[src/verilog/return_stack.sv]
`timescale 1ns/1ps
/* circular return stack, a push when full drops the oldest entry. RAS_DEPTH is a
   power of two, >= 2. ras_top already reflects a push or pop issued this cycle */
module return_stack #(
  parameter int RAS_DEPTH = 8,
  parameter int PC_W      = 64
) (
  input  logic            clk_in,
  input  logic            rst_N_in,
  input  logic            push,
  input  logic            pop,
  input  logic [PC_W-1:0] push_addr,
  output logic [PC_W-1:0] ras_top
);

  localparam int PTR_W = $clog2(RAS_DEPTH);

  logic [PC_W-1:0]  mem [RAS_DEPTH];
  logic [PTR_W-1:0] ptr;   // next free entry
  logic [PTR_W:0]   count; // live entries, saturates at RAS_DEPTH

  // bypass the pending update so a block loaded on the same edge sees it
  always_comb begin
    if (push) begin
      ras_top = push_addr;
    end else if (pop) begin
      ras_top = (count > (PTR_W+1)'(1)) ? mem[ptr - PTR_W'(2)] : '0;
    end else begin
      ras_top = (count != '0) ? mem[ptr - PTR_W'(1)] : '0; // empty reads zero
    end
  end

  always_ff @(posedge clk_in) begin
    if (rst_N_in) begin
      ptr   <= '0;
      count <= '0;
    end else if (push) begin
      ptr <= ptr + PTR_W'(1); // wraps over the oldest entry
      if (count != (PTR_W+1)'(RAS_DEPTH)) count <= count + (PTR_W+1)'(1);
    end else if (pop && count != '0) begin
      ptr   <= ptr - PTR_W'(1);
      count <= count - (PTR_W+1)'(1);
    end
  end

  always_ff @(posedge clk_in) begin
    if (push) mem[ptr] <= push_addr;
  end

  // one prediction ends in a single branch, so the selector never asks for both
  a_push_pop : assert property (@(posedge clk_in) disable iff (rst_N_in) !(push && pop))
    else $error("return stack push and pop in the same cycle");

endmodule

[config.mk]
export PLATFORM = sky130hd
export DESIGN_NAME = return_stack
export DESIGN_NICKNAME = d
export VERILOG_FILES = /design/src/verilog/return_stack.sv
export SDC_FILE = /design/constraint.sdc
export NUM_CORES = 1
export LEC_CHECK = 0
export CAP_MARGIN = 10
export CORE_ASPECT_RATIO = 1.1
export CORE_MARGIN = 2
export CORE_UTILIZATION = 50
export DETAILED_ROUTE_END_ITERATION = 16
export DONT_BUFFER_PORTS = 1
export HOLD_SLACK_MARGIN = 0.06
export PLACE_DENSITY = 0.64
export SLEW_MARGIN = 20
export SYNTH_ARGS = -nofsm -noshare
export SYNTH_HDL_FRONTEND = slang
export SYNTH_SLANG_ARGS = --single-unit
[constraint.sdc]
create_clock -name clk_in -period 3.02 [get_ports clk_in]
set_clock_uncertainty 0.05 [all_clocks]
set_input_delay 0.453 -clock clk_in [delete_from_list [all_inputs] [get_ports clk_in]]
set_output_delay 0.453 -clock clk_in [all_outputs]
set_load 0.01 [all_outputs]
Word-level counts from Yosys, hierarchy flattened
Memory sizes are Yosys's and may differ from the RTL's.
Cells that the tools add are included.
{"block": "word_totals", "ff_bits": 7, "mem_bits_rw": 512, "elab_cells": 26, "mem_count": 1}
{"name": "mem", "words": 8, "word_bits": 64, "read_ports": 2, "rd_clocked_by_memory_dff": 0, "wr": 1, "line_no": "18", "text": "logic [PC_W-1:0] mem [RAS_DEPTH];"}
{"block": "op_classes", "addsub": 5, "n_lt_le_gt_ge": 1, "eq_ne": 2, "n_mux": 11, "n_reduce_logical": 4}
{"operator": "2-to-1 mux 64 bit", "n": 4}
{"operator": "2-to-1 mux 4 bit", "n": 3}
{"operator": "2-to-1 mux 3 bit", "n": 2}
{"operator": "adder 4 x 1 -> 4 bit, second input constant", "n": 1}
{"operator": "> comparator 4 x 1 -> 1 bit, second input constant", "n": 1}
{"operator": "inequality test 4 bit, second input constant", "n": 1}
{"operator": "nonzero test 4 bit", "n": 1}
{"operator": "subtractor 4 x 1 -> 4 bit, second input constant", "n": 1}
{"operator": "adder 3 x 1 -> 3 bit, second input constant", "n": 1}
{"operator": "subtractor 3 x 1 -> 3 bit, second input constant", "n": 1}
{"operator": "subtractor 3 x 2 -> 3 bit, second input constant", "n": 1}
{"operator": "2-to-1 mux 1 bit", "n": 2}
{"operator": "inequality test 2 x 1 -> 1 bit, second input constant", "n": 1}
{"operator": "AND reduction 2 bit", "n": 1}
{"operator": "nonzero test 2 bit", "n": 1}
{"operator": "logical AND 1 bit", "n": 1}

Depth between registers and ports, before layout
An unclocked memory read counts as a cell.
{"block": "logic_depth", "ltp_word": 5, "mapped_depth": 12, "depth_no_buf": 6}

Worst setup path after synthesis
No wires, ideal clock.
{"block": "synth_path", "kind": "input-to-reg", "startpoint": "input port push", "endpoint": "memory mem[2][0], enable pin", "setup_time_ns": 0.429, "arrival_time_ns": 2.815, "path_slack_ns": -0.274, "cell_stages": 4, "cell_sequence": "buf_2 -> buf_1 -> clkbuf_1 -> and3_1"}
{"block": "synth_between", "elab_chain_len": 2}
{"element": "start: declaration", "line_no": "10", "text": "input logic push,"}
{"element": "2-to-1 mux 1 bit", "line_no": "47", "text": "if (push) mem[ptr] <= push_addr;"}
{"element": "2-to-1 mux 1 bit (implied by the code)", "line_no": "47"}
{"element": "end: declaration", "line_no": "18"}
No other way between the ends.

Final worst setup path
{"block": "layout_path", "startpoint": "register ptr[0]", "endpoint": "output port ras_top[35]"}
{"block": "layout_between", "elab_chain_len": 5, "elab_cells_between_ends": 7}
{"element": "start: declaration", "line_no": "19", "text": "logic [PTR_W-1:0] ptr;"}
{"element": "start signal: assignment", "line_no": "38", "text": "ptr <= ptr + PTR_W'(1);"}
{"element": "start signal: assignment", "line_no": "41", "text": "ptr <= ptr - PTR_W'(1);"}
{"element": "subtractor 3 x 1 -> 3 bit / subtractor 3 x 2 -> 3 bit (equally long branches)", "line_no": "29, 27"}
{"element": "memory (8 x 64 bit) (*)"}
{"element": "2-to-1 mux 64 bit, on equally long branches", "line_no": "29, 27"}
{"element": "2-to-1 mux 64 bit (*)", "line_no": "26", "text": "end else if (pop) begin"}
{"element": "2-to-1 mux 64 bit (*)", "line_no": "24", "text": "if (push) begin"}
{"element": "end: declaration", "line_no": "13", "text": "output logic [PC_W-1:0] ras_top"}
Mark *: on every way between the ends. The rest lies on a longest branch, timed or not.

==> flow_summary.yaml <==
floorplan:
  pin_count: 132
  core_um2: 47800
  rows: 84
  die_h_um: 235
  die_x_um: 214
  die_area_um2: 50200
  start_util: 0.506
sta:
  relSlewSlack: 0.525
  tightestPinTransition_ns: 0.713
  setup_viol: 13
  setup_ws_ns: -0.0775
  period_share: 1.03
  hold-worst-slack_ns: 0.133
  layout_min_cycle_time_ns: 3.10
  slew_viol_final: 0
  hold_viol_final: 0
  rsz0062_at_grt: "yes"
  fmax_mhz: 323
global_routing:
  grt_usage: 0.255
  grt.busiest_layer: "met2"
  grt_pass1_vias: 14200
  grt_use_met1: 0.361
  grt_antenna_before_repair: 2
  use_met3: 0.0517
  grt_pass1_wl_mm: 92.6
  grt_use_met2: 0.411
  grt_max_degree: 148
  grt_overflow: 0
pwr:
  powerDensity_nw_per_um2: 931
  ir_worst_vdd_uv: 584
  total_power_mw: 28.5
  switching_share: 0.319
  p_switching_mw: 9.10
  comb_power_share: 0.472
  power_frac_seq: 0.314
  p_leak_nw: 9.61
  power.share.clock: 0.214
  p_int_mw: 19.4
setup_path:
  cp-end-kind: "primary output"
  reg2reg_depth: 8
  critical_path.slowest_cell: "mux4_2"
  path_cells: "buf_16 > buf_12 > buf_16 > mux4_2 > mux2_2 > a22oi_2 > o21ai_2 > buf_4"
  arrival_ns: 2.59
  slowest_delay_ns: 0.51
  worstReg2RegStart: "ptr[1]"
  timing.rr.end: "ptr[1]"
  cp_top_family: "multiplexers"
  cp-start-kind: "flip-flop"
  worst-path-max-fanout: 7
  crit_type: "flip-flop to primary output"
  cp-startpoint: "ptr[0]"
  path_buf_inv: 4
  worst-endpoint-required_ns: 2.52
  crit_top_cell: "buf_16"
  rrSetupSlack_ns: 0.61
clock_tree:
  cts-root-buf: "clkbuf_16"
  cts_buffers: 52
  cts_buffer_depth: 3
  h-tree-depth: 2
  insertion_delay_ns: 0.59
  cts_tree: "built"
  clk_pin_slew_ns: 0.06
  clock-sinks: 519
cells_and_area:
  antenna_cells: 0
  layout_commonest_cell: "edfxtp_1"
  nNetsFinal: 1464
  layout-drive-gt1-share: 0.511
  layout_common_cells: "edfxtp_1 (512), mux4_2 (256), a22oi_2 (93), clkbuf_16 (68), dlygate4sd3_1 (67)"
  synthToLayoutAreaGrowth_pct: 26.6
  fillers: 3141
  final_area_um2: 30600
  layout.cells.non_filler: 2073
hold_path:
  hold_start: "pop"
  holdPathEnd: "ptr[2]"
  min_path_type: "primary input to flip-flop"
  whs_path_depth: 3
drt:
  dr.pass1.iters: 5
  wl_per_cell_um: 31.1
  drc_errors: 0
  wirelength_mm: 64.6
  via_per_inst: 6.63
  vias: 13800
  antenna_left: 0
  first_iter_violations: 1154
flow_run:
  drv_cap: 0
place:
  dp.cells: 1799
  placed_cell_area_um2: 25500
  port_buffers: 0
  hpwlAfterDp_mm: 30.4
  globalplace.congestion: 0.718
logic_synthesis:
  yosys.area_share.simple: 0.00703
  yosysTopAreaCell: "edfxtp_1"
  synth_top_family_by_area: "multiplexers"
  synth_area_um2: 24200
  synth_cells: 1194
  yosysWarnings: 0
  synthAdderAreaFrac: 0.00517
  synth-edff-count: 512
  avgSynthCellArea_um2: 20.3
  ys_types: 37
  synth_compound_area_frac: 0.0553
  ys_ff_latch: 519
  seq_area_frac_synth: 0.641
  synth-xor-area-share: 0.00290
  synth.area.top_cells: "edfxtp_1 (64%), mux4_2 (24%), a22oi_1 (3.9%)"
  synthMuxAreaShare: 0.268
  synthesis.nets: 1272
  synth-main-ff-cell: "edfxtp_1"
  async_flop_share: 0
  synth_top_area_frac: 0.635
status:
  status: "finished with violations"
  violations: "setup timing"
[cell type report]
cell class,instances,area [um2],share of cell area
multi-input combinational,568,9140,0.298
clock inverter,35,234,0.00764
tap,645,807,0.0263
timing repair buffer,239,3540,0.115
sequential,519,15500,0.507
clock buffer,61,1360,0.0443
inverter,6,26.3,0.000858
[kinds of logic after synthesis]
logic type	Yosys count
multiplexers	320
flip-flops	519
AO/OA/AOI/OAI	199
AND/OR/NAND/NOR	31
buffers and inverters	107
adder cells (fa/ha/maj)	10
XOR/XNOR	8
[routing by layer]
layer | vias up | wire length (um)
met5 | - | 27
met4 | 4 | 1230
met3 | 90 | 4750
met2 | 542 | 32400
met1 | 7434 | 26100
li1 | 5682 | -
[flip-flops by register name, summed over array words and instances (netlist names)]
signal and count:
ptr 3, count 4, mem 512
[timing repair]
| action | CTS | global route |
|---|---|---|
| endpoints found under the setup margin | 64 | 64 |
| buffers inserted | 53 | 28 |
| resized for setup | 173 | 95 |
| pin swaps | 45 | 39 |
| gates cloned | 22 | 15 |
| hold buffers | 66 | 1 |
| hold endpoints to repair | 519 | 8 |
[metrics by stage]
step	worst slack (ns)	utilization	setup TNS (ns)
6_report	-0.0775	0.641	-0.483
3_5_place_dp	0.330	0.533	0
3_3_place_gp	0.370	0.533	0
2_1_floorplan	0.0167	-	0
5_1_grt	-0.171	0.641	-4.81
4_1_cts	-0.103	0.621	-2.01
[Yosys cell counts (4+ instances only)]
cell type	number
buf_2	20
nand2_1	4
a22oi_1	126
mux2_2	62
and3_1	8
o21ai_1	62
nor2_1	8
ha_1	10
clkbuf_1	52
buf_1	16
xnor2_1	7
mux4_2	256
o211ai_1	4
inv_1	6
buf_6	6
buf_4	6
dfxtp_1	7
edfxtp_1	512
[how the worst max path moves through the flow]
stage                   to  slack [ns]  cells past startpoint
2_1_floorplan  ras_top[62]        0.02                     12
3_3_place_gp   ras_top[26]        0.37                      7
3_5_place_dp   ras_top[53]        0.33                      7
4_1_cts        ras_top[27]       -0.10                      8
5_1_grt        ras_top[35]       -0.17                      8
6_report       ras_top[35]       -0.08                      8
[power groups by stage]
| stage | combinational [mW] | sequential (mW) | clock, mW |
|---|---|---|---|
| after floorplan | 6.62 | 9.02 | 0 |
| after CTS | 12.1 | 8.95 | 6.19 |
| after global routing | 14.1 | 9.03 | 6.47 |
| after global placement | 9.06 | 9.06 | 0 |
| final | 13.5 | 8.96 | 6.10 |
| after detailed placement | 9.14 | 9.11 | 0 |
[worst reg2reg max path, cell delays in order (launching register included)]
cell and delay (ns):
dfxtp_4 0.36, clkinvlp_4 0.13, ha_4 0.26, buf_12 0.16
buf_12 0.13, clkbuf_16 0.18, or3_1 0.37, a31oi_1 0.15
dlygate4sd3_1 0.55
(Power assumes the default switching activity.)
