`config.mk`:
```
export PLATFORM = sky130hd
export DESIGN_NAME = slot_predecoder_flat
export DESIGN_NICKNAME = d
export VERILOG_FILES = /design/src/verilog/bp_pkg.sv /design/src/verilog/slot_if.sv /design/src/verilog/slot_predecoder.sv /design/src/flat_wrapper.sv
export SDC_FILE = /design/constraint.sdc
export NUM_CORES = 1
export LEC_CHECK = 0
export BUFFER_PORTS_ARGS = -buffer_cell sky130_fd_sc_hd__buf_2
export CELL_PAD_IN_SITES_DETAIL_PLACEMENT = 1
export CELL_PAD_IN_SITES_GLOBAL_PLACEMENT = 1
export CORE_ASPECT_RATIO = 0.6
export CORE_MARGIN = 8
export CORE_UTILIZATION = 41
export DETAILED_ROUTE_END_ITERATION = 8
export PLACE_DENSITY = 0.89
export SLEW_MARGIN = 30
export SYNTH_ARGS = -nofsm -noshare
export SYNTH_HDL_FRONTEND = slang
export SYNTH_SLANG_ARGS = --single-unit
```
`constraint.sdc`:
```
create_clock -name vclk -period 5.1
set_input_delay 0.765 -clock vclk [all_inputs]
set_output_delay 0.765 -clock vclk [all_outputs]
set_load 0.005 [all_outputs]
```
`src/verilog/bp_pkg.sv`:
```
/* shared widths, line geometry and branch encodings of the fetch predictor
   only the four direct/return A64 forms below are recognized */
package bp_pkg;

  localparam int PC_W       = 64;             // virtual address width
  localparam int INSTR_W    = 32;             // fixed-length A64 words
  localparam int LINE_BYTES = 64;             // one cache line
  localparam int LINE_W     = LINE_BYTES * 8; // 512-bit line bus
  localparam int OFF_W      = $clog2(LINE_BYTES);

  // kind of the branch that closes a block
  typedef enum logic [2:0] {
    BR_NONE = 3'd0, // fell through to the end of the block
    BR_B    = 3'd1,
    BR_BL   = 3'd2,
    BR_RET  = 3'd3,
    BR_COND = 3'd4
  } br_kind_e;

  // opcode fields, compared against the top bits of the word
  localparam logic [10:0] OPC_RET   = 11'b11010110010; // bits 31:21
  localparam logic [5:0]  OPC_B     = 6'b000101;       // bits 31:26
  localparam logic [5:0]  OPC_BL    = 6'b100101;       // bits 31:26
  localparam logic [7:0]  OPC_BCOND = 8'b01010100;     // bits 31:24

endpackage

```
`src/verilog/slot_if.sv`:
```
`timescale 1ns/1ps
/* one instruction slot on its way from aligner through predecoder to the selector */
interface slot_if
  import bp_pkg::*;
#(
  parameter int PC_W = 64
) ();

  logic               slot_valid; // slot lies inside the fetched line
  logic [PC_W-1:0]    slot_pc;
  logic [INSTR_W-1:0] slot_instr;
  br_kind_e           kind;
  logic [PC_W-1:0]    target;
  logic               redirect;   // this slot ends the block

  modport align  (output slot_valid, slot_pc, slot_instr);
  modport decode (input slot_valid, slot_pc, slot_instr,
                  output kind, target, redirect);
  modport select (input slot_valid, slot_pc, kind, target, redirect);

endinterface

```
`src/verilog/slot_predecoder.sv`:
```
`timescale 1ns/1ps
/* classifies one slot as B, BL, RET or B.cond, anything else falls through.
   RET takes the return-stack top, zero when the stack is empty */
module slot_predecoder
  import bp_pkg::*;
#(
  parameter int PC_W = 64
) (
  slot_if.decode     slot,
  input logic        pred_taken, // direction from the gshare table
  input logic [PC_W-1:0] ras_top
);

  logic [INSTR_W-1:0] instr;
  logic [PC_W-1:0]    off_imm26; // B / BL byte offset
  logic [PC_W-1:0]    off_imm19; // B.cond byte offset
  logic               is_ret;
  logic               is_b;
  logic               is_bl;
  logic               is_bcond;
  br_kind_e           kind;
  logic [PC_W-1:0]    target;

  assign instr    = slot.slot_instr;
  assign is_ret   = (instr[31:21] == OPC_RET);
  assign is_b     = (instr[31:26] == OPC_B);
  assign is_bl    = (instr[31:26] == OPC_BL);
  assign is_bcond = (instr[31:24] == OPC_BCOND);

  // sign extend and scale by 4
  assign off_imm26 = {{(PC_W-28){instr[25]}}, instr[25:0], 2'b00};
  assign off_imm19 = {{(PC_W-21){instr[23]}}, instr[23:5], 2'b00};

  always_comb begin
    kind   = BR_NONE;
    target = slot.slot_pc + PC_W'(4); // sequential successor
    if (slot.slot_valid) begin
      if (is_ret) begin
        kind   = BR_RET;
        target = ras_top;
      end else if (is_b) begin
        kind   = BR_B;
        target = slot.slot_pc + off_imm26;
      end else if (is_bl) begin
        kind   = BR_BL;
        target = slot.slot_pc + off_imm26;
      end else if (is_bcond) begin
        kind   = BR_COND;
        target = slot.slot_pc + off_imm19;
      end
    end
  end

  assign slot.kind     = kind;
  assign slot.target   = target;
  // unconditional forms always leave the block, B.cond only when predicted taken
  assign slot.redirect = (kind == BR_B) || (kind == BR_BL) || (kind == BR_RET) ||
                         ((kind == BR_COND) && pred_taken);

endmodule
```
`src/flat_wrapper.sv`:
```
// flat-port wrapper written by rule: the top's interface ports become plain ports
module slot_predecoder_flat import bp_pkg::*;
#(
  parameter int PC_W = 64
)
  (pred_taken, ras_top, slot_slot_valid, slot_slot_pc, slot_slot_instr, slot_kind, slot_target, slot_redirect);
  slot_if #(.PC_W(PC_W)) slot_i ();
  input logic pred_taken;
  input logic [PC_W-1:0] ras_top;
  input wire logic [$bits(slot_i.slot_valid)-1:0] slot_slot_valid;
  input wire logic [$bits(slot_i.slot_pc)-1:0] slot_slot_pc;
  input wire logic [$bits(slot_i.slot_instr)-1:0] slot_slot_instr;
  output wire logic [$bits(slot_i.kind)-1:0] slot_kind;
  output wire logic [$bits(slot_i.target)-1:0] slot_target;
  output wire logic [$bits(slot_i.redirect)-1:0] slot_redirect;
  assign slot_i.slot_valid = slot_slot_valid;
  assign slot_i.slot_pc = slot_slot_pc;
  assign slot_i.slot_instr = slot_slot_instr;
  assign slot_kind = slot_i.kind;
  assign slot_target = slot_i.target;
  assign slot_redirect = slot_i.redirect;
  slot_predecoder #(.PC_W(PC_W)) u_core (.slot(slot_i), .pred_taken(pred_taken), .ras_top(ras_top));
endmodule
```
# ---- Yosys cells after proc, flatten, opt, wreduce, memory -nomap -nowiden
# Index checks and enable logic that the tools add are counted.
dict set report totals {
  latch_bits 0
  in_bits 162
  n_memories 0
  output_inout_bits 68
  mem_bits_ro 0
  ramBits 0
  elab_cells 25
  ff_bits 0
}
dict set report classes {
  muxes 10
  addsub 3
  bitwise 0
  mul 0
  magnitude_cmp 0
  n_eq_ne 8
  n_div 0
  n_reduce_logical 4
  shifts 0
}
# operator n
set op_table {}
lappend op_table {{$mux 64} 5}
lappend op_table {{$add 64x64->64} 2}
lappend op_table {{$add 64x3->64 const B} 1}
lappend op_table {{$mux 3} 5}
lappend op_table {{$eq 11x11->1 const B} 1}
lappend op_table {{$eq 8x7->1 const B} 1}
lappend op_table {{$eq 3x2->1 const B} 2}
lappend op_table {{$eq 6x3->1 const B} 1}
lappend op_table {{$eq 6x6->1 const B} 1}
lappend op_table {{$eq 3x1->1 const B} 1}
lappend op_table {{$eq 3x3->1 const B} 1}
lappend op_table {{$logic_or 1x1->1} 3}
lappend op_table {{$logic_and 1x1->1} 1}

# ---- Depth between registers and ports, before layout
dict set report logic_depth {
  ltp_word 10
  ltp_mapped 13
  depth_no_buf 12
}

# ---- Worst setup path before layout
# OpenSTA, ideal clock, no wires.
dict set report synth_path {
  kind {in2out}
  startpoint {input slot_slot_instr[5]}
  endpoint {output slot_target[60]}
  slack_ps 924
  required_time_ps 4335
  n_path_buf 0
  arrival_ps 3411
  stages 12
  cell_sequence {ha_1 fa_1 a211oi_1 o211ai_1 nand3_1 o211ai_1 o31a_1 a41o_1 a211oi_1 o21ai_0 xnor2_1 o211ai_1}
}
dict set report synth_between {
  elab_chain_cells 6
  elab_cells_between_ends 7
  cone_classes {add/sub: 2; mux: 5}
}
# element line_no
set synth_lines {}
lappend synth_lines {{from (decl)} flat_wrapper.sv:12} ;# input wire logic [$bits(slot_i.slot_instr)-1:0] slot_slot_instr;
lappend synth_lines {{$add 64x64->64} slot_predecoder.sv:49} ;# target = slot.slot_pc + off_imm19;
lappend synth_lines {{$mux 64} slot_predecoder.sv:47} ;# end else if (is_bcond) begin
lappend synth_lines {{$mux 64} slot_predecoder.sv:44} ;# end else if (is_bl) begin
lappend synth_lines {{$mux 64 (*)} slot_predecoder.sv:41} ;# end else if (is_b) begin
lappend synth_lines {{$mux 64 (*)} slot_predecoder.sv:38} ;# if (is_ret) begin
lappend synth_lines {{$mux 64 (*)} slot_predecoder.sv:37} ;# if (slot.slot_valid) begin
lappend synth_lines {{to (decl)} flat_wrapper.sv:14} ;# output wire logic [$bits(slot_i.target)-1:0] slot_target;
# Every way passes the cells marked *; elsewhere a longest branch is shown, timed or not.

# ---- Worst setup path after layout
dict set report layout_path {
  startpoint {input slot_slot_pc[5]}
  endpoint {output slot_target[35]}
}
dict set report layout_between {
  elab_chain_cells 6
  elab_cells_between_ends 8
  cone_classes {add/sub: 3; mux: 5}
}
# element line_no
set layout_lines {}
lappend layout_lines {{from (decl)} flat_wrapper.sv:11} ;# input wire logic [$bits(slot_i.slot_pc)-1:0] slot_slot_pc;
lappend layout_lines {{$add 64x3->64 / $add 64x64->64 (equally long branches)} {slot_predecoder.sv:36, slot_predecoder.sv:49}}
lappend layout_lines {{$mux 64} slot_predecoder.sv:47}
lappend layout_lines {{$mux 64} slot_predecoder.sv:44}
lappend layout_lines {{$mux 64} slot_predecoder.sv:41}
lappend layout_lines {{$mux 64} slot_predecoder.sv:38}
lappend layout_lines {{$mux 64 (*)} slot_predecoder.sv:37}
# Marked as above.

==> flow_summary.toml <==
[synth]
seq_area_frac_synth = 0
synthMostInstantiatedCell = "a21oi_1"
avgSynthCellArea_sq_um = 6.471
synth_nets = 1945
synth_common_cells = "a21oi_1, nand2_1, nor2_1"
synth_top_area_frac = 0.1422
synth.distinct_cells = 89
yosys_warnings = 0
synthTopCellsByArea = "ha_1, a21oi_1, xnor2_1"
synth_cells = 1659
syn_area_sq_um = 10740
yosys.area.top_type = "ha_1"

[global_route]
grt-ovfl-total = 0
grt_pass1_vias = 14400
grt_max_degree = 55
grt_pass1_wl_mm = 90.56
antenna_found_initial = 4
grt_util_all_layers = 0.3618

[sta]
setup_viol = 0
fmax_mhz = 196.6
rsz0062_at_grt = "yes"
hold_viol_final = 0
worstMarginPinSlew_ns = 0.9278
slew-limit-headroom = 0.3773
period_share = 0.9973
slew_violations = 0
min_period_ns = 5.086

[floorplan]
pin_count = 230
initial_core_util = 0.4117
num_rows = 46
fp.dieW_microns = 224.9
dieHeight_microns = 141.3
core_sq_um = 26070
floorplan.die_area_sq_um = 31790

[finish]
instances_no_fill = 2240
seq_cells = 0
num-clock-buffers = 0
layout.area.seq_sq_um = 0
fill_cells = 3617
multi_input_area_sq_um = 10360
drive_above_1_share = 0.2025
nets = 2165
final_cell_area_sq_um = 12770
area_growth_syn_to_layout_pct = 18.93

[power]
peakVddDrop_mv = 0.06045
power.density_nw_per_um2 = 131.4
power_leakage_nw = 5.448

[placement]
hpwl_mm = 52.24
place_inst = 2233
placed_area_sq_um = 12600
gp_congestion = 1.065
portBuffers = 230

[clock_network]
cts_hold_buf = 0

[worst_setup_path]
end_kind = "primary output"
cp-startpoint = "slot_slot_pc[5]"
crit_end = "slot_target[35]"
cp_max_fo = 7
crit_required_ns = 4.34
worstPathArrival_ns = 4.32
criticalPathCategory = "in -> out"
cp-start-kind = "input port"

[run_status]
outcome = "completed"

[route]
vias_per_cell = 6.791
drtPass1Iterations = 6
met1_length_mm = 27.64
dr_wl_met2_mm = 24.15
vias = 15210
met3_length_mm = 8.888
drc = 0
drt_iter0_drc = 2091
wl_mm = 61.90
wl_per_cell_microns = 27.63
routed.top_layer = "met5"
drtAntennaViolNets = 0

[worst_hold_path]
min_path_cells = 3
hold_path.class = "in -> out"

[flow_run]
cap_violations = 0
==> report_power, final <==
group	switching, mW	internal [mW]	total (mW)
Combinational	1.07	0.608	1.68
Clock	0	0.0000000788	0.0000000788
Sequential	0	0	0
==> layout make-up <==
type               instances  share of cell area
diodes                     3           0.0005880
inverters                 40             0.01176
multi-input cells       1523              0.8115
well taps                360             0.03528
repair buffers           314              0.1408
==> through the flow <==
stage	utilization	hold slack (ns)	total power, mW	setup WS [ns]	TNS [ns]
after floorplan	-	1.585	0.9403	0.9236	0
after global placement	0.4832	1.807	1.514	0.03777	0
after detailed placement	0.4834	1.820	1.561	-0.06844	-0.1068
after CTS	0.4838	1.822	1.571	0.02870	0
after global routing	0.4897	1.838	1.763	-0.009287	-0.02033
final	0.4897	1.823	1.677	0.01371	0
==> layer usage <==
metal | track usage | up-vias
met1 | 0.5467 | 7342
li1 | - | 6725
met4 | 0.05283 | 2
met2 | 0.5012 | 1046
met3 | 0.1014 | 97
met5 | 0 | -
==> worst max-delay path: stages <==
cell and delay [ns]:
buf_2 0.16, ha_1 0.40, a21o_1 0.14, a21oi_1 0.09
a211oi_1 0.45, o21ai_1 0.22, nand4_1 0.16, a311oi_1 0.11
buf_4 0.17, o41ai_2 0.50, xor2_1 0.40, o221ai_1 0.18
a22oi_1 0.37, buf_2 0.19
==> layout by cell type (no fill, tap or decap), types with 39 or more instances in the layout <==
cell,instances
xor2_1,65
a21oi_1,200
buf_4,82
a21o_1,54
buf_2,230
ha_1,121
o21ai_0,108
xnor2_1,91
nor2_1,150
nand2_1,167
inv_1,39
nand3_1,54
nand4_1,57
==> worst min-delay path by stage <==
stage | startpoint | to | slack (ns)
6_report | pred_taken | slot_redirect | 1.82
5_1_grt | pred_taken | slot_redirect | 1.84
4_1_cts | pred_taken | slot_redirect | 1.82
3_5_place_dp | pred_taken | slot_redirect | 1.82
3_3_place_gp | pred_taken | slot_redirect | 1.81
2_1_floorplan | slot_slot_pc[2] | slot_target[2] | 1.59
==> kinds of logic after synthesis <==
kind of cell               count (synthesis)  share of synthesized area
adders and majority gates                124                     0.1459
and+or+nand+nor                          567                     0.2554
muxes                                     12                    0.01200
buffers and inverters                    136                    0.04872
xor gates and xnor gates                 159                     0.1297
AOI/OAI and AO/OA                        661                     0.4083
==> repair_timing <==
| action | in CTS | in global routing |
|---|---|---|
| resized for setup | 2 | 23 |
| buffers inserted | 0 | 4 |
| pin swaps | 0 | 7 |
| setup endpoints to repair | 2 | 23 |
| gates cloned | 0 | 0 |
No activity file was read; power rests on OpenSTA's default activity.
